File: src/logic/preload_pkg.sv
// ==========================================================
// Address map, bus widths, word types and fetch FSM states
// ==========================================================
package preload_pkg;

   // Bus and memory widths
   localparam int unsigned AddrWidth = 13;
   localparam int unsigned DataWidth = 32;
   localparam int unsigned IdxWidth  = 10;
   localparam int unsigned OffWidth  = 12;
   localparam int unsigned SramWords = 1024;

   typedef logic [AddrWidth-1:0] addr_t;
   typedef logic [DataWidth-1:0] word_t;
   typedef logic [IdxWidth-1:0]  widx_t;
   // Byte offset inside the register window
   typedef logic [OffWidth-1:0]  roff_t;

   // Everything below RegBase is boot SRAM
   localparam addr_t RegBase = 13'h1000;

   // Register offsets from RegBase
   localparam roff_t RegCtrl     = 12'h000;
   localparam roff_t RegStart    = 12'h004;
   localparam roff_t RegEnd      = 12'h008;
   localparam roff_t RegStatus   = 12'h00C;
   localparam roff_t RegChecksum = 12'h010;

   // RegCtrl bits
   localparam int unsigned CtrlStartBit = 0;
   localparam int unsigned CtrlLockBit  = 1;

   // Fetch engine FSM
   typedef enum logic [1:0] {
      Idle,
      Read,
      Hold,
      Finish
   } fetch_state_t;

endpackage
File: src/logic/boot_ctrl_if.sv
// ==========================================================
// Control link between boot registers and fetch engine
// ==========================================================
`timescale 1ns/1ps

interface boot_ctrl_if;
   import preload_pkg::*;

   // One-cycle pulse
   logic  start;
   widx_t start_idx;
   widx_t end_idx;
   logic  busy;
   logic  done;
   word_t checksum;

   modport ctrl (
      output start,
      output start_idx,
      output end_idx,
      input  busy,
      input  done,
      input  checksum
   );

   modport engine (
      input  start,
      input  start_idx,
      input  end_idx,
      output busy,
      output done,
      output checksum
   );

endinterface

File: src/logic/mem_port_if.sv
// ==========================================================
// One synchronous SRAM port, requester and memory sides
// ==========================================================
`timescale 1ns/1ps

interface mem_port_if;
   import preload_pkg::*;

   logic  req;
   logic  we;
   widx_t idx;
   word_t wdata;
   // Valid the cycle after req
   word_t rdata;

   modport requester (
      output req,
      output we,
      output idx,
      output wdata,
      input  rdata
   );

   modport memory (
      input  req,
      input  we,
      input  idx,
      input  wdata,
      output rdata
   );

endinterface

File: src/logic/boot_regs.sv
// ==========================================================
// APB target with address decode, control registers and
// SRAM forwarding under the lock rule
// ==========================================================
`timescale 1ns/1ps

module boot_regs (
   input  logic                clk_sys,
   input  logic                rst_n_i,
   input  logic                psel_i,
   input  logic                penable_i,
   input  logic                pwrite_i,
   input  preload_pkg::addr_t  paddr_i,
   input  preload_pkg::word_t  pwdata_i,
   output preload_pkg::word_t  prdata_o,
   output logic                pready_o,
   output logic                pslverr_o,
   mem_port_if.requester       mem_o,
   boot_ctrl_if.ctrl           ctrl_o
);
   import preload_pkg::*;

   logic  apb_access;
   logic  sram_sel;
   roff_t reg_off;
   logic  reg_mapped;
   logic  reg_ro;
   logic  acc_err;
   logic  sram_rd;
   logic  wr_ok;
   logic  ctrl_wr;
   logic  rd_wait_q;
   logic  lock_q;
   widx_t start_q;
   widx_t end_q;
   word_t reg_rdata;

   assign apb_access = psel_i && penable_i;
   assign sram_sel   = paddr_i < RegBase;
   assign reg_off    = roff_t'(paddr_i - RegBase);

   always_comb begin
      reg_mapped = 1'b1;
      reg_ro     = 1'b0;
      reg_rdata  = '0;
      case (reg_off)
         RegCtrl:     reg_rdata = word_t'({lock_q, 1'b0});
         RegStart:    reg_rdata = word_t'(start_q);
         RegEnd:      reg_rdata = word_t'(end_q);
         RegStatus: begin
            reg_ro    = 1'b1;
            reg_rdata = word_t'({lock_q, ctrl_o.done, ctrl_o.busy});
         end
         RegChecksum: begin
            reg_ro    = 1'b1;
            reg_rdata = ctrl_o.checksum;
         end
         default:     reg_mapped = 1'b0;
      endcase
   end

   // Locked SRAM and read-only or unknown registers refuse the access
   assign acc_err = sram_sel ? (pwrite_i && lock_q) :
                               (!reg_mapped || (pwrite_i && reg_ro));

   assign sram_rd = apb_access && sram_sel && !pwrite_i;
   assign wr_ok   = apb_access && pwrite_i && !acc_err;
   assign ctrl_wr = wr_ok && !sram_sel && (reg_off == RegCtrl);

   // SRAM reads wait one access cycle for the registered read port
   assign pready_o  = !(sram_rd && !rd_wait_q);
   assign pslverr_o = apb_access && acc_err;
   assign prdata_o  = rd_wait_q ? mem_o.rdata : reg_rdata;

   assign mem_o.req   = (sram_rd && !rd_wait_q) || (wr_ok && sram_sel);
   assign mem_o.we    = wr_ok && sram_sel;
   assign mem_o.idx   = paddr_i[IdxWidth+1:2];
   assign mem_o.wdata = pwdata_i;

   assign ctrl_o.start     = ctrl_wr && pwdata_i[CtrlStartBit];
   assign ctrl_o.start_idx = start_q;
   assign ctrl_o.end_idx   = end_q;

   always_ff @(posedge clk_sys or negedge rst_n_i) begin
      if (!rst_n_i) begin
         rd_wait_q <= 1'b0;
         lock_q    <= 1'b0;
         start_q   <= '0;
         end_q     <= '0;
      end else begin
         rd_wait_q <= sram_rd && !rd_wait_q;
         // Lock stays set until reset
         if (ctrl_wr && pwdata_i[CtrlLockBit]) begin
            lock_q <= 1'b1;
         end
         if (wr_ok && !sram_sel && (reg_off == RegStart)) begin
            start_q <= pwdata_i[IdxWidth-1:0];
         end
         if (wr_ok && !sram_sel && (reg_off == RegEnd)) begin
            end_q <= pwdata_i[IdxWidth-1:0];
         end
      end
   end

   a_penable_psel: assert property (@(posedge clk_sys) disable iff (!rst_n_i)
      penable_i |-> psel_i)
      else $error("APB penable high without psel");

   // Once lock has been seen, it must stay set and block every SRAM write
   a_locked_write: assert property (@(posedge clk_sys) disable iff (!rst_n_i)
      $past(lock_q) |-> (lock_q && !(mem_o.req && mem_o.we)))
      else $error("SRAM write issued while locked");

endmodule

File: src/flat_wrapper.sv
// flat-port wrapper written by rule: the top's interface ports become plain ports
module boot_regs_flat import preload_pkg::*;
  (clk_sys, rst_n_i, psel_i, penable_i, pwrite_i, paddr_i, pwdata_i, prdata_o, pready_o, pslverr_o, mem_o_req, mem_o_we, mem_o_idx, mem_o_wdata, mem_o_rdata, ctrl_o_start, ctrl_o_start_idx, ctrl_o_end_idx, ctrl_o_busy, ctrl_o_done, ctrl_o_checksum);
  mem_port_if mem_o_i ();
  boot_ctrl_if ctrl_o_i ();
  input  logic clk_sys;
  input  logic rst_n_i;
  input  logic psel_i;
  input  logic penable_i;
  input  logic pwrite_i;
  input  preload_pkg::addr_t paddr_i;
  input  preload_pkg::word_t pwdata_i;
  output preload_pkg::word_t prdata_o;
  output logic pready_o;
  output logic pslverr_o;
  output wire logic [$bits(mem_o_i.req)-1:0] mem_o_req;
  output wire logic [$bits(mem_o_i.we)-1:0] mem_o_we;
  output wire logic [$bits(mem_o_i.idx)-1:0] mem_o_idx;
  output wire logic [$bits(mem_o_i.wdata)-1:0] mem_o_wdata;
  input wire logic [$bits(mem_o_i.rdata)-1:0] mem_o_rdata;
  output wire logic [$bits(ctrl_o_i.start)-1:0] ctrl_o_start;
  output wire logic [$bits(ctrl_o_i.start_idx)-1:0] ctrl_o_start_idx;
  output wire logic [$bits(ctrl_o_i.end_idx)-1:0] ctrl_o_end_idx;
  input wire logic [$bits(ctrl_o_i.busy)-1:0] ctrl_o_busy;
  input wire logic [$bits(ctrl_o_i.done)-1:0] ctrl_o_done;
  input wire logic [$bits(ctrl_o_i.checksum)-1:0] ctrl_o_checksum;
  assign mem_o_req = mem_o_i.req;
  assign mem_o_we = mem_o_i.we;
  assign mem_o_idx = mem_o_i.idx;
  assign mem_o_wdata = mem_o_i.wdata;
  assign mem_o_i.rdata = mem_o_rdata;
  assign ctrl_o_start = ctrl_o_i.start;
  assign ctrl_o_start_idx = ctrl_o_i.start_idx;
  assign ctrl_o_end_idx = ctrl_o_i.end_idx;
  assign ctrl_o_i.busy = ctrl_o_busy;
  assign ctrl_o_i.done = ctrl_o_done;
  assign ctrl_o_i.checksum = ctrl_o_checksum;
  boot_regs u_core (.clk_sys(clk_sys), .rst_n_i(rst_n_i), .psel_i(psel_i), .penable_i(penable_i), .pwrite_i(pwrite_i), .paddr_i(paddr_i), .pwdata_i(pwdata_i), .prdata_o(prdata_o), .pready_o(pready_o), .pslverr_o(pslverr_o), .mem_o(mem_o_i), .ctrl_o(ctrl_o_i));
endmodule
File: config.mk
export PLATFORM = sky130hd
export DESIGN_NAME = boot_regs_flat
export DESIGN_NICKNAME = d
export VERILOG_FILES = /design/src/logic/preload_pkg.sv /design/src/logic/boot_ctrl_if.sv /design/src/logic/mem_port_if.sv /design/src/logic/boot_regs.sv /design/src/flat_wrapper.sv
export SDC_FILE = /design/constraint.sdc
export NUM_CORES = 1
export LEC_CHECK = 0
export BUFFER_PORTS_ARGS = -buffer_cell sky130_fd_sc_hd__buf_4
export CAP_MARGIN = 10
export CORE_AREA = 2 2 84 86
export CTS_BUF_LIST = sky130_fd_sc_hd__clkbuf_4 sky130_fd_sc_hd__clkbuf_8 sky130_fd_sc_hd__clkbuf_16
export DETAILED_ROUTE_END_ITERATION = 10
export DIE_AREA = 0 0 86 88
export HOLD_SLACK_MARGIN = 0.15
export PLACE_DENSITY = 0.77
export SYNTH_ARGS = -nofsm -noshare
export SYNTH_HDL_FRONTEND = slang
export SYNTH_SLANG_ARGS = --single-unit
File: constraint.sdc
create_clock -name clk_sys -period 2.15 [get_ports clk_sys]
set_input_delay 0.43 -clock clk_sys [delete_from_list [all_inputs] [get_ports clk_sys]]
set_output_delay 0.43 -clock clk_sys [all_outputs]
set_load 0.02 [all_outputs]
== Word-level counts from Yosys, hierarchy flattened ==
Index checks and enable logic that the tools add are counted.

* Register bits: 22
* Bits in latches: 0
* Bits in writable memories: 0
* ROM bits: 0
* Input port bits: 116
* Output and inout bits: 99
* Word-level logic and storage cells: 42
* Memories kept: 0

* $add $sub $neg: 1
* Multipliers: 0
* Div/mod/pow operators: 0
* Magnitude comparators: 1
* Equality and inequality tests: 4
* Shifts and indexed selects: 0
* Multiplexer cells: 5
* Bitwise operators: 0
* Reductions and logical operators: 27

{| class="wikitable"
|+ Operators by type and width
! cell !! count
|-
| $pmux 32 s5 || 1
|-
| $mux 32 || 1
|-
| $eq 12x4->1 const B || 2
|-
| $logic_and 1x1->1 || 16
|-
| $lt 13x13->1 const B || 1
|-
| $eq 12x3->1 const B || 1
|-
| $eq 12x5->1 const B || 1
|-
| $logic_not 12->1 || 1
|-
| $sub 12x1->12 const B || 1
|-
| $logic_not 1->1 || 6
|-
| $reduce_or 5->1 || 1
|-
| $mux 1 || 3
|-
| $logic_or 1x1->1 || 2
|-
| $reduce_or 2->1 || 1
|}

== Longest topological paths before layout ==
Gate-level depths: netlist of the first run.

* Depth in word-level cells: 12
* Depth in mapped cells: 6
* Gate-level depth less buffers: 4

== Least setup slack after synthesis of the first run ==
No wires, ideal clock.

* Kind: input -> output
* From: in paddr_i[9]
* To: out prdata_o[0]
* Data arrival time: 2243 ps
* Data required time: 1720 ps
* Path slack: -523 ps
* Stages: 3
* Path buffers: 0
* Cells stage by stage: or4_4 or3_4 o41ai_1

* Longest elaborated chain between the ends: 4
* Elaborated cells on any way between the ends: 8
* Those cells by class: add/sub: 1; eq/ne: 4; mux: 2; reduce/logical: 1

{| class="wikitable"
|+ Ends and longest elaborated chain
! item !! line !! text
|-
| from (decl) || flat_wrapper.sv:11 || <nowiki>input preload_pkg::addr_t paddr_i;</nowiki>
|-
| $sub 12x1->12 (*) || boot_regs.sv:40 || <nowiki>assign reg_off = roff_t'(paddr_i - RegBase);</nowiki>
|-
| $eq 12x5->1, or another cell as far along || boot_regs.sv:46 || <nowiki>case (reg_off)</nowiki>
|-
| $pmux 32 s5 (*) || boot_regs.sv:46 ||
|-
| $mux 32 (*) || boot_regs.sv:73 || <nowiki>assign prdata_o = rd_wait_q ? mem_o.rdata : reg_rdata;</nowiki>
|-
| to (decl) || flat_wrapper.sv:13 || <nowiki>output preload_pkg::word_t prdata_o;</nowiki>
|}

Every way passes the cells marked *; elsewhere a longest branch is shown, timed or not.

== Worst setup path in the final report of the first run ==
* From: in paddr_i[9]
* To: out prdata_o[31]

The elaborated chain is that of the path after synthesis.

==> results of run 1 <==
[cell usage after synthesis, types with 3 or more instances]
cell type and number:
a21oi_1 3, nor3_1 3, nor2b_1 10, mux2i_1 4, dfrtp_1 22, buf_4 42, or4_1 3, a22o_1 22
a22oi_1 7, mux2_2 20, clkbuf_1 7, nand2_1 6, a221o_1 7
[through the flow]
step / area, um^2 / hold slack, ns / setup WS [ns] / total power [uW] / instances
after floorplan: 2110 / 0.134 / -0.239 / 620 / 193
after global placement: 3310 / 0.335 / -0.521 / 763 / 408
after detailed placement: 3310 / 0.337 / -0.526 / 769 / 408
after CTS: 3610 / 0.406 / -0.424 / 1180 / 416
after global routing: 3760 / 0.412 / -0.479 / 1220 / 424
final: 3760 / 0.411 / -0.423 / 1180 / 424
[routing by layer]
layer  GRT usage [%]  vias up
met3            3.02        6
met1            18.1     1052
met2            34.7      126
met4            4.18        0
li1                -      991
met5               0        -
[repair_timing]
item	in CTS	in global routing
cloned	0	3
buffers inserted	3	6
hold endpoints to repair	22	0
resized for setup	49	9
endpoints found under the setup margin	35	35
pin swaps	5	4
hold buffers	1	0
[registers in the layout, indices dropped and copies added, names as in the netlist]
name,cells
u_core.rd_wait_q,1
u_core.ctrl_o.end_idx,10
u_core.ctrl_o.start_idx,10
u_core.lock_q,1
[final cells by class]
cell class	instances	area [um^2]	share of cell area [%]
Inverter	2	7.51	0.200
Tap cell	80	100	2.66
Multi-Input combinational cell	115	1260	33.6
Timing Repair Buffer	201	1760	46.9
Clock buffer	3	41.3	1.10
Sequential cell	22	552	14.7
Clock inverter	1	30.0	0.799
[power groups by stage]
stage	clock, uW	combinational (uW)	sequential [uW]
2_1_floorplan	0	197	423
3_3_place_gp	0	340	423
3_5_place_dp	0	346	423
4_1_cts	399	367	415
5_1_grt	410	392	415
6_report	394	370	415
[worst reg2reg max path, cell delays in order (launching register included)]
cell     delay [ns]
dfrtp_2        0.41
buf_6          0.12
buf_12         0.15
or4_4          0.50
inv_2          0.07
buf_4          0.09
[kinds of logic after synthesis]
family                 count (synthesis)  share of synthesized area (%)
AO/OA/AOI/OAI                         49                           21.1
buffers and inverters                 56                           20.3
multiplexers                          24                           13.9
AND/OR/NAND/NOR                       42                           15.8
flip-flops                            22                           28.9
[how the worst max path moves through the flow]
| stage | cells after the start | start | endpoint |
|---|---|---|---|
| floorplan | 5 | paddr_i[9] | prdata_o[11] |
| global placement | 8 | paddr_i[9] | prdata_o[5] |
| detailed placement | 8 | paddr_i[9] | prdata_o[5] |
| CTS | 7 | paddr_i[9] | prdata_o[31] |
| global route | 8 | paddr_i[9] | prdata_o[31] |
| finish | 8 | paddr_i[9] | prdata_o[31] |
==> flow_metrics.env, run 1 <==
export IMPL_drt_pre_antenna_iters=4
export IMPL_setup_viol=35
export IMPL_grt_pass1_vias=2159
export IMPL_hp_start="pwdata_i[4]"
export IMPL_clkSinkCount=22
export IMPL_syn_to_final_growth_pct=97.6
export IMPL_slew_violations=0
export IMPL_r2r_cells=5
export IMPL_r2r_slack_ns=0.76
export IMPL_layout_common_cells="buf_4, buf_6, dfrtp_1, a22o_4, mux2_2"
export IMPL_p_clk_share_pct=33.4
export IMPL_critPathBufInv=4
export IMPL_coreArea_mm2=0.00664
export IMPL_max_stage_delay_ns=0.54
export IMPL_dr_max_layer_used="met4"
export IMPL_clockRootBuffer="clkbuf_8"
export IMPL_gr_usage_all_layers_pct=17.1
export IMPL_r2r_end="u_core.rd_wait_q$_DFF_PN0_"
export IMPL_power_density_mw_per_mm2=314
export IMPL_fin_crit_ns=2.57
export IMPL_r2r_start="u_core.rd_wait_q$_DFF_PN0_"
export IMPL_grt_overflow=0
export IMPL_vias=2175
export IMPL_ys_async_sr_fraction_pct=100
export IMPL_wl_per_cell_um=17.9
export IMPL_routed_wl_met2_mm=4.33
export IMPL_max_slew_margin_rel_pct=57.4
export IMPL_internal_power_uw=869
export IMPL_ys_ff_latch=22
export IMPL_hold_viol_final=0
export IMPL_rows=30
export IMPL_worstSetupPathType="in -> out"
export IMPL_p_leak_uw=0.00196
export IMPL_initial_core_util_pct=28.6
export IMPL_rsz0062_at_grt="true"
export IMPL_cts_buffers=3
export IMPL_seqPwrFrac_pct=35.2
export IMPL_violations="setup timing"
export IMPL_arrival_ns=2.14
export IMPL_seq_area_frac_synth_pct=28.9
export IMPL_synth_edf_count=0
export IMPL_hp_class="in -> reg"
export IMPL_path_clk_slew_ns=0.09
export IMPL_utilization_pct=56.6
export IMPL_yosys_top_cells_area="dfrtp_1, buf_4, mux2_2"
export IMPL_setup_tns_ns=-12.09
export IMPL_worstMarginPinSlew_ns=0.638
export IMPL_place_hpwl_mm=5.80
export IMPL_synth_nets=309
export IMPL_vdd_drop_max_mv=0.431
export IMPL_die_h_um=88
export IMPL_start_kind="input port"
export IMPL_die_w_um=86
export IMPL_final_antenna_net_count=0
export IMPL_die_area_mm2=0.00757
export IMPL_syn_inst=193
export IMPL_crit_fanout=6
export IMPL_synth_distinct_cells=39
export IMPL_wl_mm=7.59
export IMPL_drt_met1_wl_mm=2.50
export IMPL_clk_latency_ns=0.26
export IMPL_ys_warn_count=0
export IMPL_grt_max_degree=23
export IMPL_timing_final_crit_share_pct=120
export IMPL_end_kind="primary output"
export IMPL_yosysTopAreaCell="dfrtp_1"
export IMPL_synth_top_area_share_pct=28.9
export IMPL_io_buffers=170
export IMPL_gp_congestion=0.820
export IMPL_sw_frac_of_total_pct=26.3
export IMPL_n_antenna_cell=0
export IMPL_p_switching_uw=310
export IMPL_path_delay_family="simple AND/OR/NAND/NOR gates"
export IMPL_grt_pass1_wl_mm=10.4
export IMPL_combPwrFrac_pct=31.4
export IMPL_dr_wl_met3_um=708
export IMPL_via_per_inst=5.13
export IMPL_drt_initial_drc_count=50
export IMPL_cts_tree="done"
export IMPL_layout_drive_gt1_share_pct=77.9
export IMPL_fin_ws_ns=-0.423
export IMPL_outcome="complete, but fails checks"
export IMPL_fin_skew_ns=0
export IMPL_synth_avg_cell_area_um2=9.85
export IMPL_io_pins=215
export IMPL_max_freq_mhz=389
export IMPL_htreeDepth=1
export IMPL_clock_path_buffers=2
export IMPL_n_fill_cell=583
export IMPL_crit_path_top_delay_cell="or4_4"
export IMPL_maxCapViolations=0
export IMPL_whs_path_depth=2
export IMPL_mostFrequentLayoutCell="buf_4"
export IMPL_antenna_found_initial=0
export IMPL_fin_nets=461
export IMPL_drc=0
export IMPL_path_cells="buf_6, or4_4, or3_4, nor3_4, buf_12, buf_12, a22o_1, buf_6"
export IMPL_synthFlopType="dfrtp_1"
export IMPL_cp_required_ns=1.72
export IMPL_synthesis_area_mm2=0.00190
export IMPL_hold_end="u_core.ctrl_o.start_idx[4]$_DFFE_PN0P_"
Note: power is estimated with default switching activity, not from simulation.
==> run 2, diff against run 1 <==
- PLACE_DENSITY: 0.77 -> 0.74
- clock period: 2.15 -> 3.29 ns (I/O delays scaled with it)
==> run 2 against run 1 <==
Compared with the run above: the flow now finishes without violations; combinational power shrank 45%; worst setup slack gained 0.64 ns; global-route usage grew 0.56 points; register-to-register slack gained 0.93 ns; hold slack lost 0.13 ns; clock power shrank 52%; clock-buffer cell count grew 1; sequential cell count is the same; via count shrank 7.4%; largest cell class unchanged; highest routed layer unchanged.
==> flow_metrics.env, run 2 (same netlist as run 1, synthesis figures left out) <==
export IMPL_antenna_found_initial=0
export IMPL_vdd_drop_max_mv=0.208
export IMPL_worstMarginPinSlew_ns=0.581
export IMPL_fin_crit_ns=3.08
export IMPL_fin_nets=436
export IMPL_outcome="complete, no violations"
export IMPL_grt_pass1_wl_mm=10.6
export IMPL_hold_buffers=0
export IMPL_io_buffers=170
export IMPL_rows=30
export IMPL_maxCapViolations=0
export IMPL_coreArea_mm2=0.00664
export IMPL_grt_max_degree=25
export IMPL_gp_congestion=0.802
export IMPL_cp_common_cell="buf_4"
export IMPL_timing_final_crit_share_pct=93.5
export IMPL_mostFrequentLayoutCell="buf_4"
export IMPL_die_h_um=88
export IMPL_grt_pass1_vias=2028
export IMPL_cts_buffers=3
export IMPL_hp_class="in -> async"
export IMPL_startpoint="paddr_i[9]"
export IMPL_vias=2014
export IMPL_p_leak_uw=0.00160
export IMPL_worstSetupPathType="in -> out"
export IMPL_drc=0
export IMPL_gr_usage_all_layers_pct=17.7
export IMPL_syn_to_final_growth_pct=58.4
export IMPL_clock_path_buffers=2
export IMPL_clkSinkCount=22
export IMPL_path_delay_family="simple AND/OR/NAND/NOR gates"
export IMPL_p_total_uw=663
export IMPL_rsz0062_at_grt="false"
export IMPL_initial_core_util_pct=28.6
export IMPL_via_per_inst=5.05
export IMPL_crit_fanout=22
export IMPL_die_w_um=86
export IMPL_path_cells="buf_4, or4_4, or3_4, nor3_4, buf_12, a22o_1, buf_4"
export IMPL_crit_path_top_delay_cell="or4_4"
export IMPL_wl_per_cell_um=18.5
export IMPL_wl_mm=7.38
export IMPL_r2r_start="u_core.rd_wait_q$_DFF_PN0_"
export IMPL_io_pins=215
export IMPL_path_clk_slew_ns=0.07
export IMPL_power_density_mw_per_mm2=220
export IMPL_htreeDepth=1
export IMPL_slew_violations=0
export IMPL_cts_resized=0
export IMPL_fin_skew_ns=0
export IMPL_max_freq_mhz=325
export IMPL_clockRootBuffer="clkbuf_8"
export IMPL_fin_ws_ns=0.215
export IMPL_die_area_mm2=0.00757
export IMPL_clk_latency_ns=0.25
export IMPL_grt_overflow=0
export IMPL_final_antenna_net_count=0
export IMPL_hold_viol_final=0
export IMPL_end_kind="primary output"
export IMPL_layout_common_cells="buf_4, a22o_1, dfrtp_1, mux2_2, nor2b_1"
export IMPL_place_ws_ns=0.204
export IMPL_cts_tree="done"
export IMPL_setup_viol=0
export IMPL_critPathBufInv=3
export IMPL_cp_required_ns=2.63
export IMPL_drt_initial_drc_count=38
export IMPL_n_antenna_cell=0
export IMPL_drt_pre_antenna_iters=4
export IMPL_start_kind="input port"
export IMPL_max_slew_margin_rel_pct=61.2
export IMPL_max_stage_delay_ns=0.57
export IMPL_setup_tns_ns=0
export IMPL_layout_drive_gt1_share_pct=65.2
export IMPL_place_hpwl_mm=6.12
export IMPL_arrival_ns=2.42
export IMPL_post_cts_buffers=0
==> run 2: final timing paths <==
check                                                          to  slack, ns  cells after the start
setup / recovery                                     prdata_o[30]       0.21                      7
hold / removal               u_core.ctrl_o.end_idx[0]$_DFFE_PN0P_       0.28                      1
setup reg to reg                       u_core.rd_wait_q$_DFF_PN0_       1.69                      3
hold reg to reg            u_core.ctrl_o.start_idx[1]$_DFFE_PN0P_       0.54                      1
max in group asynchronous  u_core.ctrl_o.start_idx[9]$_DFFE_PN0P_       2.79                      1
min in group clk_sys       u_core.ctrl_o.start_idx[1]$_DFFE_PN0P_       0.54                      1
==> run 2: routing by layer <==
layer  vias up  track usage (%)  wire length (um)
li1        941                -                 -
met1       958             21.4              2680
met2       111             32.8              3980
met3         4             3.68               689
met4         0             2.74                36
met5         -                0                 0
==> run 2: where the power goes <==
group	switching [uW]	internal, uW	total [uW]
clock	82.0	106	188
combinational	91.3	112	203
sequential	1.61	271	272
total	175	489	663
==> run 2: layout make-up <==
| type | instances | area [um^2] |
|---|---|---|
| repair buffers | 176 | 1330 |
| inverters | 2 | 7.51 |
| clock buffers | 4 | 55.1 |
| fillers | 641 | 3630 |
| well taps | 80 | 100 |
| multi-input cells | 115 | 966 |
| flip-flops and latches | 22 | 551 |
==> run 2: worst register-to-register path, delay by kind of cell (launching register included) <==
kind	cells	cell delay [ns]
flops	1	0.57
buf+inv	2	0.40
simple gates	1	0.57
==> run 2: stage by stage <==
step | instances | utilization [%] | area [um^2] | hold WS, ns
after detailed placement | 395 | 44.5 | 2960 | 0.521
after floorplan | 193 | - | 1900 | 0.362
after CTS | 399 | 45.3 | 3010 | 0.281
after global routing | 399 | 45.3 | 3010 | 0.289
final | 399 | 45.3 | 3010 | 0.278
after global placement | 395 | 44.5 | 2960 | 0.518
