===== config.mk =====
export PLATFORM = sky130hd
export DESIGN_NAME = fetch_engine_flat
export DESIGN_NICKNAME = d
export VERILOG_FILES = /design/src/logic/preload_pkg.sv /design/src/logic/boot_ctrl_if.sv /design/src/logic/mem_port_if.sv /design/src/logic/fetch_engine.sv /design/src/flat_wrapper.sv
export SDC_FILE = /design/constraint.sdc
export NUM_CORES = 1
export LEC_CHECK = 0
export BUFFER_PORTS_ARGS = -buffer_cell sky130_fd_sc_hd__buf_4
export CORE_ASPECT_RATIO = 0.9
export CORE_MARGIN = 3
export CORE_UTILIZATION = 45
export CTS_CLUSTER_SIZE = 40
export DETAILED_ROUTE_END_ITERATION = 16
export GPL_ROUTABILITY_DRIVEN = 0
export PLACE_DENSITY = 0.74
export SYNTH_ARGS = -nofsm -noshare
export SYNTH_HDL_FRONTEND = slang
export SYNTH_SLANG_ARGS = --single-unit

===== constraint.sdc =====
create_clock -name clk_sys -period 3.91 [get_ports clk_sys]
set_input_delay 0.5865 -clock clk_sys [delete_from_list [all_inputs] [get_ports clk_sys]]
set_output_delay 0.5865 -clock clk_sys [all_outputs]
set_load 0.005 [all_outputs]

===== src/logic/preload_pkg.sv =====
// ==========================================================
// Address map, bus widths, word types and fetch FSM states
// ==========================================================
package preload_pkg;

   // Bus and memory widths
   localparam int unsigned AddrWidth = 13;
   localparam int unsigned DataWidth = 32;
   localparam int unsigned IdxWidth  = 10;
   localparam int unsigned OffWidth  = 12;
   localparam int unsigned SramWords = 1024;

   typedef logic [AddrWidth-1:0] addr_t;
   typedef logic [DataWidth-1:0] word_t;
   typedef logic [IdxWidth-1:0]  widx_t;
   // Byte offset inside the register window
   typedef logic [OffWidth-1:0]  roff_t;

   // Everything below RegBase is boot SRAM
   localparam addr_t RegBase = 13'h1000;

   // Register offsets from RegBase
   localparam roff_t RegCtrl     = 12'h000;
   localparam roff_t RegStart    = 12'h004;
   localparam roff_t RegEnd      = 12'h008;
   localparam roff_t RegStatus   = 12'h00C;
   localparam roff_t RegChecksum = 12'h010;

   // RegCtrl bits
   localparam int unsigned CtrlStartBit = 0;
   localparam int unsigned CtrlLockBit  = 1;

   // Fetch engine FSM
   typedef enum logic [1:0] {
      Idle,
      Read,
      Hold,
      Finish
   } fetch_state_t;

endpackage

===== src/logic/boot_ctrl_if.sv =====
// ==========================================================
// Control link between boot registers and fetch engine
// ==========================================================
`timescale 1ns/1ps

interface boot_ctrl_if;
   import preload_pkg::*;

   // One-cycle pulse
   logic  start;
   widx_t start_idx;
   widx_t end_idx;
   logic  busy;
   logic  done;
   word_t checksum;

   modport ctrl (
      output start,
      output start_idx,
      output end_idx,
      input  busy,
      input  done,
      input  checksum
   );

   modport engine (
      input  start,
      input  start_idx,
      input  end_idx,
      output busy,
      output done,
      output checksum
   );

endinterface


===== src/logic/mem_port_if.sv =====
// ==========================================================
// One synchronous SRAM port, requester and memory sides
// ==========================================================
`timescale 1ns/1ps

interface mem_port_if;
   import preload_pkg::*;

   logic  req;
   logic  we;
   widx_t idx;
   word_t wdata;
   // Valid the cycle after req
   word_t rdata;

   modport requester (
      output req,
      output we,
      output idx,
      output wdata,
      input  rdata
   );

   modport memory (
      input  req,
      input  we,
      input  idx,
      input  wdata,
      output rdata
   );

endinterface


===== src/logic/fetch_engine.sv =====
// ==========================================================
// Fetch window reader with valid/ready output and checksum
// ==========================================================
`timescale 1ns/1ps

module fetch_engine (
   input  logic                clk_sys,
   input  logic                rst_n_i,
   mem_port_if.requester       mem_o,
   boot_ctrl_if.engine         ctrl_i,
   output logic                fetch_valid_o,
   output preload_pkg::word_t  fetch_data_o,
   output preload_pkg::widx_t  fetch_idx_o,
   input  logic                fetch_ready_i
);
   import preload_pkg::*;

   fetch_state_t state_q;
   widx_t        idx_q;
   widx_t        end_q;
   word_t        data_q;
   word_t        checksum_q;
   logic         done_q;
   logic         launch;
   logic         empty_win;
   logic         handshake;
   logic         last_word;

   assign launch    = (state_q == Idle) && ctrl_i.start;
   assign empty_win = ctrl_i.end_idx < ctrl_i.start_idx;
   assign handshake = fetch_valid_o && fetch_ready_i;
   assign last_word = idx_q == end_q;

   // Each read goes out one cycle before Read, so data is there on entry
   assign mem_o.req   = (launch && !empty_win) || (handshake && !last_word);
   assign mem_o.idx   = (state_q == Idle) ? ctrl_i.start_idx : idx_q + 1'b1;
   assign mem_o.we    = 1'b0;
   assign mem_o.wdata = '0;

   always_ff @(posedge clk_sys or negedge rst_n_i) begin
      if (!rst_n_i) begin
         state_q    <= Idle;
         idx_q      <= '0;
         end_q      <= '0;
         checksum_q <= '0;
         done_q     <= 1'b0;
      end else begin
         case (state_q)
            Idle: begin
               // Window is latched so later register writes do not disturb it
               if (launch) begin
                  idx_q      <= ctrl_i.start_idx;
                  end_q      <= ctrl_i.end_idx;
                  checksum_q <= '0;
                  done_q     <= 1'b0;
                  state_q    <= empty_win ? Finish : Read;
               end
            end
            Read: state_q <= Hold;
            Hold: begin
               if (fetch_ready_i) begin
                  checksum_q <= checksum_q ^ data_q;
                  if (last_word) begin
                     done_q  <= 1'b1;
                     state_q <= Idle;
                  end else begin
                     idx_q   <= idx_q + 1'b1;
                     state_q <= Read;
                  end
               end
            end
            Finish: begin
               done_q  <= 1'b1;
               state_q <= Idle;
            end
            default: state_q <= Idle;
         endcase
      end
   end

   always_ff @(posedge clk_sys) begin
      if (state_q == Read) begin
         data_q <= mem_o.rdata;
      end
   end

   assign fetch_valid_o   = state_q == Hold;
   assign fetch_data_o    = data_q;
   assign fetch_idx_o     = idx_q;
   assign ctrl_i.busy     = state_q != Idle;
   assign ctrl_i.done     = done_q;
   assign ctrl_i.checksum = checksum_q;

   a_hold_stable: assert property (@(posedge clk_sys) disable iff (!rst_n_i)
      (fetch_valid_o && !fetch_ready_i) |=>
      (fetch_valid_o && $stable(fetch_data_o) && $stable(fetch_idx_o)))
      else $error("Fetch output changed under back-pressure");

   // A word on the stream belongs to a fetch that has not yet reported done
   a_valid_busy: assert property (@(posedge clk_sys) disable iff (!rst_n_i)
      fetch_valid_o |-> (ctrl_i.busy && !ctrl_i.done))
      else $error("Fetch valid while engine idle or done");

endmodule


===== src/flat_wrapper.sv =====
// flat-port wrapper written by rule: the top's interface ports become plain ports
module fetch_engine_flat import preload_pkg::*;
  (clk_sys, rst_n_i, fetch_valid_o, fetch_data_o, fetch_idx_o, fetch_ready_i, mem_o_req, mem_o_we, mem_o_idx, mem_o_wdata, mem_o_rdata, ctrl_i_start, ctrl_i_start_idx, ctrl_i_end_idx, ctrl_i_busy, ctrl_i_done, ctrl_i_checksum);
  mem_port_if mem_o_i ();
  boot_ctrl_if ctrl_i_i ();
  input  logic clk_sys;
  input  logic rst_n_i;
  output logic fetch_valid_o;
  output preload_pkg::word_t fetch_data_o;
  output preload_pkg::widx_t fetch_idx_o;
  input  logic fetch_ready_i;
  output wire logic [$bits(mem_o_i.req)-1:0] mem_o_req;
  output wire logic [$bits(mem_o_i.we)-1:0] mem_o_we;
  output wire logic [$bits(mem_o_i.idx)-1:0] mem_o_idx;
  output wire logic [$bits(mem_o_i.wdata)-1:0] mem_o_wdata;
  input wire logic [$bits(mem_o_i.rdata)-1:0] mem_o_rdata;
  input wire logic [$bits(ctrl_i_i.start)-1:0] ctrl_i_start;
  input wire logic [$bits(ctrl_i_i.start_idx)-1:0] ctrl_i_start_idx;
  input wire logic [$bits(ctrl_i_i.end_idx)-1:0] ctrl_i_end_idx;
  output wire logic [$bits(ctrl_i_i.busy)-1:0] ctrl_i_busy;
  output wire logic [$bits(ctrl_i_i.done)-1:0] ctrl_i_done;
  output wire logic [$bits(ctrl_i_i.checksum)-1:0] ctrl_i_checksum;
  assign mem_o_req = mem_o_i.req;
  assign mem_o_we = mem_o_i.we;
  assign mem_o_idx = mem_o_i.idx;
  assign mem_o_wdata = mem_o_i.wdata;
  assign mem_o_i.rdata = mem_o_rdata;
  assign ctrl_i_i.start = ctrl_i_start;
  assign ctrl_i_i.start_idx = ctrl_i_start_idx;
  assign ctrl_i_i.end_idx = ctrl_i_end_idx;
  assign ctrl_i_busy = ctrl_i_i.busy;
  assign ctrl_i_done = ctrl_i_i.done;
  assign ctrl_i_checksum = ctrl_i_i.checksum;
  fetch_engine u_core (.clk_sys(clk_sys), .rst_n_i(rst_n_i), .mem_o(mem_o_i), .ctrl_i(ctrl_i_i), .fetch_valid_o(fetch_valid_o), .fetch_data_o(fetch_data_o), .fetch_idx_o(fetch_idx_o), .fetch_ready_i(fetch_ready_i));
endmodule

# Word-level counts from Yosys, hierarchy flattened
# Cells that the tools add are included.
dict set report totals {
  reg_bits 87
  elab_cells 50
  output_inout_bits 121
  in_bits 56
}
dict set report op_classes {
  n_eq_ne 8
  bitwise_logic 1
  addsub 1
  mux 17
  magnitude_cmp 1
  reduce_logical 16
}
# cell n
set ops {}
lappend ops {{$mux W32} 2}
lappend ops {{$pmux W32 S2} 1}
lappend ops {{$mux W10} 4}
lappend ops {{$xor A32 B32 Y32} 1}
lappend ops {{$pmux W10 S2} 1}
lappend ops {{$add A10 B1 Y10 const B} 1}
lappend ops {{$eq A10 B10 Y1} 1}
lappend ops {{$lt A10 B10 Y1} 1}
lappend ops {{$pmux W2 S4} 1}
lappend ops {{$reduce_and A4 Y1} 2}
lappend ops {{$mux W2} 3}
lappend ops {{$ne A2 B2 Y1 const B} 3}
lappend ops {{$eq A2 B2 Y1 const B} 2}
lappend ops {{$logic_and A1 B1 Y1} 4}
lappend ops {{$mux W1} 4}
lappend ops {{$reduce_and A2 Y1} 2}
lappend ops {{$reduce_bool A2 Y1} 2}
lappend ops {{$pmux W1 S3} 1}
lappend ops {{$reduce_and A3 Y1} 1}
lappend ops {{$reduce_bool A3 Y1} 1}
lappend ops {{$eq A2 B1 Y1 const B} 1}
lappend ops {{$logic_not A1 Y1} 2}
lappend ops {{$logic_not A2 Y1} 1}
lappend ops {{$ne A2 B1 Y1 const B} 1}
lappend ops {{$logic_or A1 B1 Y1} 1}

# Longest topological paths before layout
# Gate-level depths: netlist of the first run.
dict set report logic_depth {
  ltp_word 4
  depth_mapped 8
  mapped_depth_nobuf 7
}

# Worst setup path before layout of the first run
# OpenSTA, ideal clock, no wires.
dict set report synth_timing {
  kind {reg-to-reg}
  from {reg u_core.state_q[1]}
  to {reg u_core.data_q[0], in the netlist u_core.fetch_data_o[0], enable pin}
  path_buffers 1
  arrival_ns 1.983
  period_less_slack_ns 2.410
  setup_time_ns 0.426
  setup_slack_ns 1.500
  t_required_ns 3.484
  stages_incl_launch_ff 3
  path_cell_list {dfrtp_1 > buf_2 > nor2b_1}
}
dict set report synth_between {
  elab_chain_cells 1
}
# element line_no
set synth_rtl {}
lappend synth_rtl {{start: declaration} fetch_engine.sv:18} ;# fetch_state_t state_q;
lappend synth_rtl {{start signal: assignment} fetch_engine.sv:42} ;# state_q <= Idle;
lappend synth_rtl {{start signal: assignment} fetch_engine.sv:56} ;# state_q <= empty_win ? Finish : Read;
lappend synth_rtl {{start signal: assignment} fetch_engine.sv:59} ;# Read: state_q <= Hold;
lappend synth_rtl {{$eq A2 B1 Y1} fetch_engine.sv:82} ;# if (state_q == Read) begin
lappend synth_rtl {{end signal: assignment} fetch_engine.sv:83} ;# data_q <= mem_o.rdata;
lappend synth_rtl {{end: declaration} fetch_engine.sv:21} ;# word_t data_q;
# No other way between the ends.
# A chain may end at the register's enable or synchronous reset.

# Worst setup path after layout of the first run
dict set report layout_timing {
  from {reg u_core.idx_q[2], in the netlist u_core.fetch_idx_o[2]}
  to {out mem_o_req}
}
dict set report layout_between {
  elab_chain_cells 4
}
# element line_no
set layout_rtl {}
lappend layout_rtl {{start: declaration} fetch_engine.sv:19} ;# widx_t idx_q;
lappend layout_rtl {{start signal: assignment} fetch_engine.sv:52} ;# idx_q <= ctrl_i.start_idx;
lappend layout_rtl {{start signal: assignment} fetch_engine.sv:67} ;# idx_q <= idx_q + 1'b1;
lappend layout_rtl {{$eq A10 B10 Y1} fetch_engine.sv:32} ;# assign last_word = idx_q == end_q;
lappend layout_rtl {{$logic_not A1 Y1} fetch_engine.sv:35} ;# assign mem_o.req = (launch && !empty_win) || (handshake && !last_word);
lappend layout_rtl {{$logic_and A1 B1 Y1} fetch_engine.sv:35}
lappend layout_rtl {{$logic_or A1 B1 Y1} fetch_engine.sv:35}
lappend layout_rtl {{end: declaration} flat_wrapper.sv:12} ;# output wire logic [$bits(mem_o_i.req)-1:0] mem_o_req;
# No other way between the ends.

==> metrics.txt, run 1 <==
setup_tns=0 ns; fin crit period=~2.7 ns; Worst-path clk slew=0.09 ns; Comb pwr share=between 40% and 50%; layout cells sized above 1=between 30% and 40%; Clock Skew=0.0117 ns; count leader, synth=dfrtp_1; Async S/R FF share, synth=63.2%; Die Ht=~100 microns; Synth area leaders=dfrtp_1, edfxtp_1, xor2_1, buf_4, nor2_1; grt total ovfl=0; TritonCTS clock tree=built; Cell Area, Synth=about 4400 sq um; critical path data required time=3.32 ns; Worst setup startpoint=u_core.fetch_idx_o[2]$_DFFE_PN0P_; RSZ-0062 raised after global routing=false; largest stage delay on the critical path=~0.53 ns; Starting DRT DRC Count=roughly 170; antenna violations before repair=0; Ports=roughly 180; # diodes=0; post-synth cell types=48; setup violators final=0; fin crit share=69.6%; element type at the critical path end=primary output; hpwl dp=7.74 mm; Syn Inst Count=402; number of global-route vias before repair=3167; DR WL/cell=approximately 16 microns; via count=between 3k and 4k; initial core utilization=47.3%; row count=33; Switching Fraction=39.0%; Slew Limit Fails=0; number of hold-repair buffers added at the cts stage=0; Pint=2390 uW; number of remaining DRC errors=0; vias per cell=5.00; Yosys top cell area share=31.3%; largest net degree at the start of global routing=56; R2R depth=4; ANT nets after route=0; data arrival time of the worst path=2.13 ns; clock latency on the worst-skew pair=about 0.34 ns; hold crit path type=input port to asynchronous set/reset pin; synth-to-layout area growth=26.9%; first-pass GRT wire length=16.4 mm; flip-flop and latch count after synthesis=87; Psw=approximately 1500 uW; CP Buf/Inv Count=1; largest area contributor in the netlist=dfrtp_1; most frequent cells after synthesis=dfrtp_1, nor2_1, xor2_1, nand2_1, buf_4; placed cells=648; kind of critical path=register to primary output; chip width=110 microns; status=completed; Max Root-Sink Buffers=2; CP top delay family=simple AND/OR/NAND/NOR gates; Core Area=9290 sq um; Most used DFF post-synth=dfrtp_1; Clock Power Share=14.2%; Final Hold Violating Endpoints=0; Synth warnings=0; Seq/Total Area, Yosys=53.2%; Crit path depth=5; Post-synth EDFFs=32; CP max-delay cell=dfrtp_1; GRT Total Usage=19.3%; worst-path cell chain=xor2_2 -> nor4_4 -> nand3_4 -> a22o_1 -> buf_4; Max Cap Viol=0; Routed WL=10.5 mm; peak supply drop=0.000354 V; fmax=367 MHz; relative slew slack=between 30% and 40%; Final nets=603; leak pwr=around 0.0026 uW; TritonCTS buffer count=9; H-tree depth=3; Root Buffer=clkbuf_8; Post-CTS Resized=0; filler instances=769; total die area=11000 sq um; P per Cell Area=703 nW/um^2; First-pass DRT Iterations=4; Post-Layout Cell Count=about 660; Post-CTS Setup Bufs=0; CP Max Fanout=18; crit start category=register; Worst Tran Pin Value=0.948 ns; TritonCTS Sinks=87; sequential share of power=41.5%; critical register-to-register path startpoint=u_core.state_q[1]$_DFFE_PN0P_; I/O Buffers=~140; Avg Cell Area, Syn=10.9 sq um
[routing by layer]
metal	vias up	global-route usage (%)	wire length, microns
met1	1587	26.6	4340
met3	12	6.62	1140
li1	1552	-	-
met2	170	29.6	4930
met5	-	0	0
met4	0	4.64	108
[state kept, by name, indices dropped and copies added (netlist names)]
register and cells:
u_core.ctrl_i.checksum 32, u_core.end_q 10, u_core.fetch_data_o 32, u_core.state_q 2
u_core.ctrl_i.done 1, u_core.fetch_idx_o 10
[final timing paths]
kind                                                                to  slack [ns]
worst max register to register             u_core.end_q[7]$_DFFE_PN0P_        1.53
worst min-delay path            u_core.ctrl_i.checksum[13]$_DFFE_PN0P_        0.28
min in group clk_sys                 u_core.fetch_data_o[13]$_DFFE_PP_        0.41
worst min register to register             u_core.end_q[8]$_DFFE_PN0P_        0.54
worst max-delay path                                         mem_o_req        1.19
max in group asynchronous            u_core.fetch_idx_o[1]$_DFFE_PN0P_        3.15
[through the flow]
stage | hold WS [ns] | worst slack (ns) | power [uW] | instance area, sq um | utilization (%)
6_report | 0.279 | 1.19 | 3910 | 5570 | 60.0
3_5_place_dp | 0.521 | 1.29 | 3380 | 5400 | 58.1
5_1_grt | 0.326 | 1.05 | 4190 | 5570 | 60.0
3_3_place_gp | 0.513 | 1.34 | 3350 | 5400 | 58.1
4_1_cts | 0.301 | 1.17 | 3950 | 5570 | 60.0
2_1_floorplan | 0.291 | 1.50 | 2610 | 4510 | -
[power by group through the flow]
stage	Combinational (uW)	Clock (uW)	Sequential (uW)
2_1_floorplan	1080	0	1530
3_3_place_gp	1730	0	1630
3_5_place_dp	1750	0	1630
4_1_cts	1750	578	1620
5_1_grt	1910	610	1670
6_report	1730	556	1630
[final cells by class]
class | count | area (sq um) | area share, %
flip-flops and latches | 87 | 2340 | 41.9
multi-input cells | 281 | 1770 | 31.8
repair buffers | 145 | 1090 | 19.5
well taps | 122 | 153 | 2.74
clock buffers | 10 | 128 | 2.29
inverters | 13 | 48.8 | 0.876
clock inverters | 6 | 43.8 | 0.786
[cells in the final DEF, fill, tap and decap left out, drive strengths merged, types with 2 or more instances in the layout]
master    n
o21ai     8
ha       10
o22a      3
and4      3
nor4      7
xnor2     3
o211ai    3
nand2    42
mux2     10
inv      15
xor2     47
a31oi     4
nand4     7
a211oi    2
and3      3
edfxtp   32
a21oi    16
buf     145
clkinv    3
dfrtp    55
a21o      5
nor2     51
clkbuf   10
conb     33
nand3    10
nand2b    2
[cells by family after synthesis]
family                   count (synthesis)  share of synthesized area, %
multiplexers                            10                          2.56
flip-flops                              87                          53.2
AND/OR/NAND/NOR                        130                          14.4
AO/OA/AOI/OAI                           48                          7.30
XOR/XNOR                                50                          10.1
adder cells (fa/ha/maj)                 10                          2.85
buffers and inverters                   66                          9.40
other                                    1                        0.0854
Power figures use the tool's default switching activity.
==> inputs of run 2 (changes only) <==
--- a/config.mk
+++ b/config.mk
@@ -5,6 +5,7 @@
 export SDC_FILE = /design/constraint.sdc
 export NUM_CORES = 1
 export LEC_CHECK = 0
+export ABC_AREA = 1
 export BUFFER_PORTS_ARGS = -buffer_cell sky130_fd_sc_hd__buf_4
 export CORE_ASPECT_RATIO = 0.9
 export CORE_MARGIN = 3
==> constraint.sdc (replaced) <==
create_clock -name clk_sys -period 2.7 [get_ports clk_sys]
set_input_delay 0.405 -clock clk_sys [delete_from_list [all_inputs] [get_ports clk_sys]]
set_output_delay 0.405 -clock clk_sys [all_outputs]
set_load 0.005 [all_outputs]
==> metrics.txt, run 2 <==
peak supply drop=roughly 0.00053 V; Final nets=712; Cell Area, Synth=roughly 4600 sq um; crit start category=register; Synth warnings=0; row count=34; Root Buffer=clkbuf_16; initial core utilization=46.6%; Avg Cell Area, Syn=8.99 sq um; first-pass GRT wire length=18.1 mm; antenna violations before repair=0; R2R depth=7; status=completed; via count=between 3k and 4k; Place WS=roughly 0.70 ns; count leader, synth=nand2_1; number of global-route vias before repair=3811; TritonCTS Sinks=87; I/O Buffers=143; grt total ovfl=0; Post-Layout Cell Count=777; Worst Tran Pin Value=0.723 ns; critical path data required time=2.30 ns; element type at the critical path end=primary output; Max Cap Viol=0; TritonCTS clock tree=built; Yosys top cell area share=30.2%; data arrival time of the worst path=1.92 ns; largest net degree at the start of global routing=56; leak pwr=slightly above 0.003 uW; kind of critical path=register to primary output; Ports=~180; GRT Total Usage=19.7%; clock latency on the worst-skew pair=0.34 ns; Core Area=9780 sq um; Setup WS post-layout=~0.37 ns; Die Ht=101 microns; RSZ-0062 raised after global routing=false; most frequent cells after synthesis=nand2_1, nand3_1, dfrtp_1, buf_4, xor2_1; DR WL/cell=14.3 microns; Routed WL=11.1 mm; chip width=112 microns; Final Hold Violating Endpoints=0; TritonCTS buffer count=9; Seq/Total Area, Yosys=approximately half; P per Cell Area=1020 nW/um^2; critical register-to-register path startpoint=u_core.state_q[1]$_DFFE_PN0P_; Post-synth EDFFs=32; hpwl dp=about 8 mm; number of remaining DRC errors=0; ANT nets after route=0; Clock Skew=0.00598 ns; fin crit period=2.33 ns; Async S/R FF share, synth=63.2%; fmax=430 MHz; worst r2r dst=u_core.ctrl_i.checksum[21]$_DFFE_PN0P_; setup violators final=0; most frequent cells in the layout=buf_4, nand2_1, nand3_1; reg-to-reg slack, setup=just over 0.9 ns; total die area=11400 sq um; Syn Inst Count=slightly above 500; vias per cell=4.94; flip-flop and latch count after synthesis=87; Post-CTS Resized=0; Max Root-Sink Buffers=2; fin crit share=a little under nine tenths; setup_tns=0 ns; Worst-path clk slew=0.06 ns; placed cells=761; # diodes=0; post-synth cell types=30; CP Max Fanout=8; Most used DFF post-synth=dfrtp_1; final design utilization=60.4%; relative slew slack=51.8%; Seq. cell area=2340 sq um; Starting DRT DRC Count=around 200; multi-input logic area=1840 sq um; Post-CTS Setup Bufs=0; leading cell type in the layout, fill and taps excluded=buf_4; layout cells sized above 1=27.6%; hold crit path type=input port to asynchronous set/reset pin; largest area contributor in the netlist=dfrtp_1; number of hold-repair buffers added at the cts stage=0; Slew Limit Fails=0; filler instances=832; H-tree depth=3; synth-to-layout area growth=29.7%; Synth area leaders=dfrtp_1, edfxtp_1, nand2_1, nand3_1, xor2_1; First-pass DRT Iterations=5
-- run 2: routing by layer --
metal,up-vias,track usage [%],wire length [microns],share of wire [%]
met5,-,0,0,0
met4,0,4.44,95,0.85
met3,10,7.65,1190,11
met2,180,32.9,5190,47
met1,1786,24.8,4650,42
li1,1865,-,-,-
-- run 2: cell families (layout without fill, tap and decap cells) --
logic type / after synthesis / after routing / synth area share [%]
flip-flops: 87 / 87 / 51.3
AO/OA/AOI/OAI: 40 / 40 / 4.61
adder cells (fa/ha/maj): 10 / 10 / 2.75
AND/OR/NAND/NOR: 242 / 242 / 23.3
other: 1 / 33 / 0.0823
buffers and inverters: 91 / 203 / 11.0
XOR/XNOR: 36 / 36 / 6.92
-- run 2: power breakdown --
part           switching [uW]  internal (uW)  total, uW
clock                     519            724       1240
combinational            1430           1120       2560
sequential                396           1830       2230
-- run 2: final cells by class --
| cell class | instances | area share (%) |
|---|---|---|
| Sequential cell | 87 | 39.6 |
| Multi-Input combinational cell | 361 | 31.2 |
| Timing Repair Buffer | 151 | 19.2 |
| Clock buffer | 10 | 3.88 |
| Tap cell | 126 | 2.67 |
| Inverter | 36 | 2.33 |
| Clock inverter | 6 | 1.19 |
-- run 2: worst max path at each step --
stage / cells past startpoint / start / to / slack (ns)
2_1_floorplan: 2 / u_core.state_q[0]$_DFFE_PN0P_ / u_core.fetch_data_o[0]$_DFFE_PP_ / 0.40
3_3_place_gp: 9 / ctrl_i_start_idx[1] / mem_o_req / 0.73
3_5_place_dp: 9 / ctrl_i_start_idx[1] / mem_o_req / 0.70
4_1_cts: 6 / u_core.fetch_idx_o[0]$_DFFE_PN0P_ / mem_o_idx[8] / 0.38
5_1_grt: 6 / u_core.fetch_idx_o[2]$_DFFE_PN0P_ / mem_o_idx[7] / 0.18
6_report: 6 / u_core.fetch_idx_o[0]$_DFFE_PN0P_ / mem_o_idx[8] / 0.37
-- run 2: stage by stage --
step	cell area (sq um)	power, uW	hold WS (ns)
after floorplan	4680	3680	0.109
after global placement	5610	4750	0.476
after detailed placement	5610	4820	0.482
final	5910	6020	0.129
after global routing	5910	6500	0.184
after CTS	5910	6090	0.146
-- run 2: worst max-delay path, cell delays in order (launching register included) --
cell and delay, ns:
dfrtp_1 0.47, ha_1 0.25, nand4_1 0.20, o21ai_0 0.32, nand3_1 0.13, o21ai_0 0.09, buf_4 0.13
==> inputs of run 3 (changes only) <==
==> constraint.sdc (replaced) <==
create_clock -name clk_sys -period 2.9 [get_ports clk_sys]
set_input_delay 0.435 -clock clk_sys [delete_from_list [all_inputs] [get_ports clk_sys]]
set_output_delay 0.435 -clock clk_sys [all_outputs]
set_load 0.005 [all_outputs]
==> metrics.txt, run 3 (synthesis gave the netlist of run 2 again) <==
status=completed; Die Ht=101 microns; fin crit share=79.9%; number of global-route vias before repair=3879; GRT Total Usage=between 20% and 30%; Final Cell Area=5920 sq um; fmax=about 430 MHz; antenna violations before repair=0; fin crit period=2.32 ns; Max Cap Viol=0; number of hold-repair buffers added at the cts stage=0; vias per cell=5.05; Clock Skew=between 0.01 and 0.015 ns; Post-CTS Setup Bufs=0; final hold slack=0.158 ns; TritonCTS clock tree=built; # diodes=0; I/O Buffers=143; relative slew slack=a little over 50%; Core Area=9780 sq um; row count=34; total die area=11400 sq um; critical register-to-register path startpoint=u_core.state_q[1]$_DFFE_PN0P_; H-tree depth=3; Setup WS post-layout=0.583 ns; crit start category=register; leak pwr=0.00310 uW; worst-path cell chain=ha_1 -> nand4_1 -> o21ai_0 -> nand3_1 -> o21ai_0 -> buf_4; setup_tns=0 ns; CP top delay family=flip-flops; via count=~3.9k; Post-Place Cell Area=between 5000 and 6000 sq um; RSZ-0062 raised after global routing=false; largest net degree at the start of global routing=56; TritonCTS Sinks=87; Worst-path clk slew=0.06 ns; CP Max Fanout=8; initial core utilization=46.6%; ANT nets after route=0; Root Buffer=clkbuf_16; hpwl dp=between 8 and 9 mm; largest stage delay on the critical path=0.47 ns; Worst Tran Pin Value=0.727 ns; leading cell type in the layout, fill and taps excluded=buf_4; Final nets=710; most used cell, CP=o21ai_0; CP max-delay cell=dfrtp_1; number of remaining DRC errors=0; critical path data required time=2.47 ns; chip width=112 microns; DR WL/cell=15.0 microns; Place WS=around 0.85 ns; Ports=177; Final Hold Violating Endpoints=0; grt total ovfl=0; kind of critical path=register to primary output; Post-CTS Resized=0; most frequent cells in the layout=buf_4, nand2_1, nand3_1; Worst setup startpoint=u_core.fetch_idx_o[0]$_DFFE_PN0P_; peak supply drop=around 0.00039 V; element type at the critical path end=primary output; data arrival time of the worst path=1.88 ns; setup violators final=0; Slew Limit Fails=0; first-pass GRT wire length=18.8 mm; layout cells sized above 1=27.7%; synth-to-layout area growth=30.0%; clock latency on the worst-skew pair=0.34 ns; TritonCTS buffer count=9; CP Buf/Inv Count=1; First-pass DRT Iterations=5; P per Cell Area=between 900 and 1000 nW/um^2; Starting DRT DRC Count=268; Max Root-Sink Buffers=2; Routed WL=approximately 12 mm; hold crit path type=input port to asynchronous set/reset pin
## run 3: routing by layer
layer	vias up	part of all wire (%)	global-route usage [%]
li1	1858	-	-
met1	1844	41	25.9
met2	203	48	34.7
met3	9	10	6.45
met4	0	0.98	5.91
met5	-	0	0
## run 3: final timing paths
check	endpoint	slack (ns)	cells past startpoint
max reg2reg	u_core.ctrl_i.done$_DFFE_PN0P_	0.96	9
min in group clk_sys	u_core.fetch_data_o[0]$_DFFE_PP_	0.27	1
min reg2reg	u_core.end_q[6]$_DFFE_PN0P_	0.50	2
min	u_core.end_q[3]$_DFFE_PN0P_	0.16	1
max	mem_o_idx[8]	0.58	6
max in group asynchronous	u_core.ctrl_i.checksum[17]$_DFFE_PN0P_	2.26	1
## run 3: power breakdown
| part | switching [uW] | internal (uW) | total, uW |
|---|---|---|---|
| Clock | 507 | 769 | 1280 |
| Combinational | 1340 | 1030 | 2370 |
| Sequential | 378 | 1700 | 2080 |
| Total | 2230 | 3500 | 5730 |
## run 3: metrics by stage
stage                     std cells  total power, uW  utilization [%]
after floorplan                 539             3430                -
after global placement          759             4410             57.2
after detailed placement        759             4480             57.2
after CTS                       775             5770             60.5
after global routing            775             6180             60.5
final                           775             5730             60.5
## run 3: final cells by class
| cell class | instances | area, sq um |
|---|---|---|
| inverter | 36 | 138 |
| clock buffer | 9 | 225 |
| clock inverter | 7 | 103 |
| tap | 126 | 158 |
| timing repair buffer | 149 | 1120 |
| multi-input combinational | 361 | 1840 |
| fill | 871 | 3860 |
| sequential | 87 | 2340 |
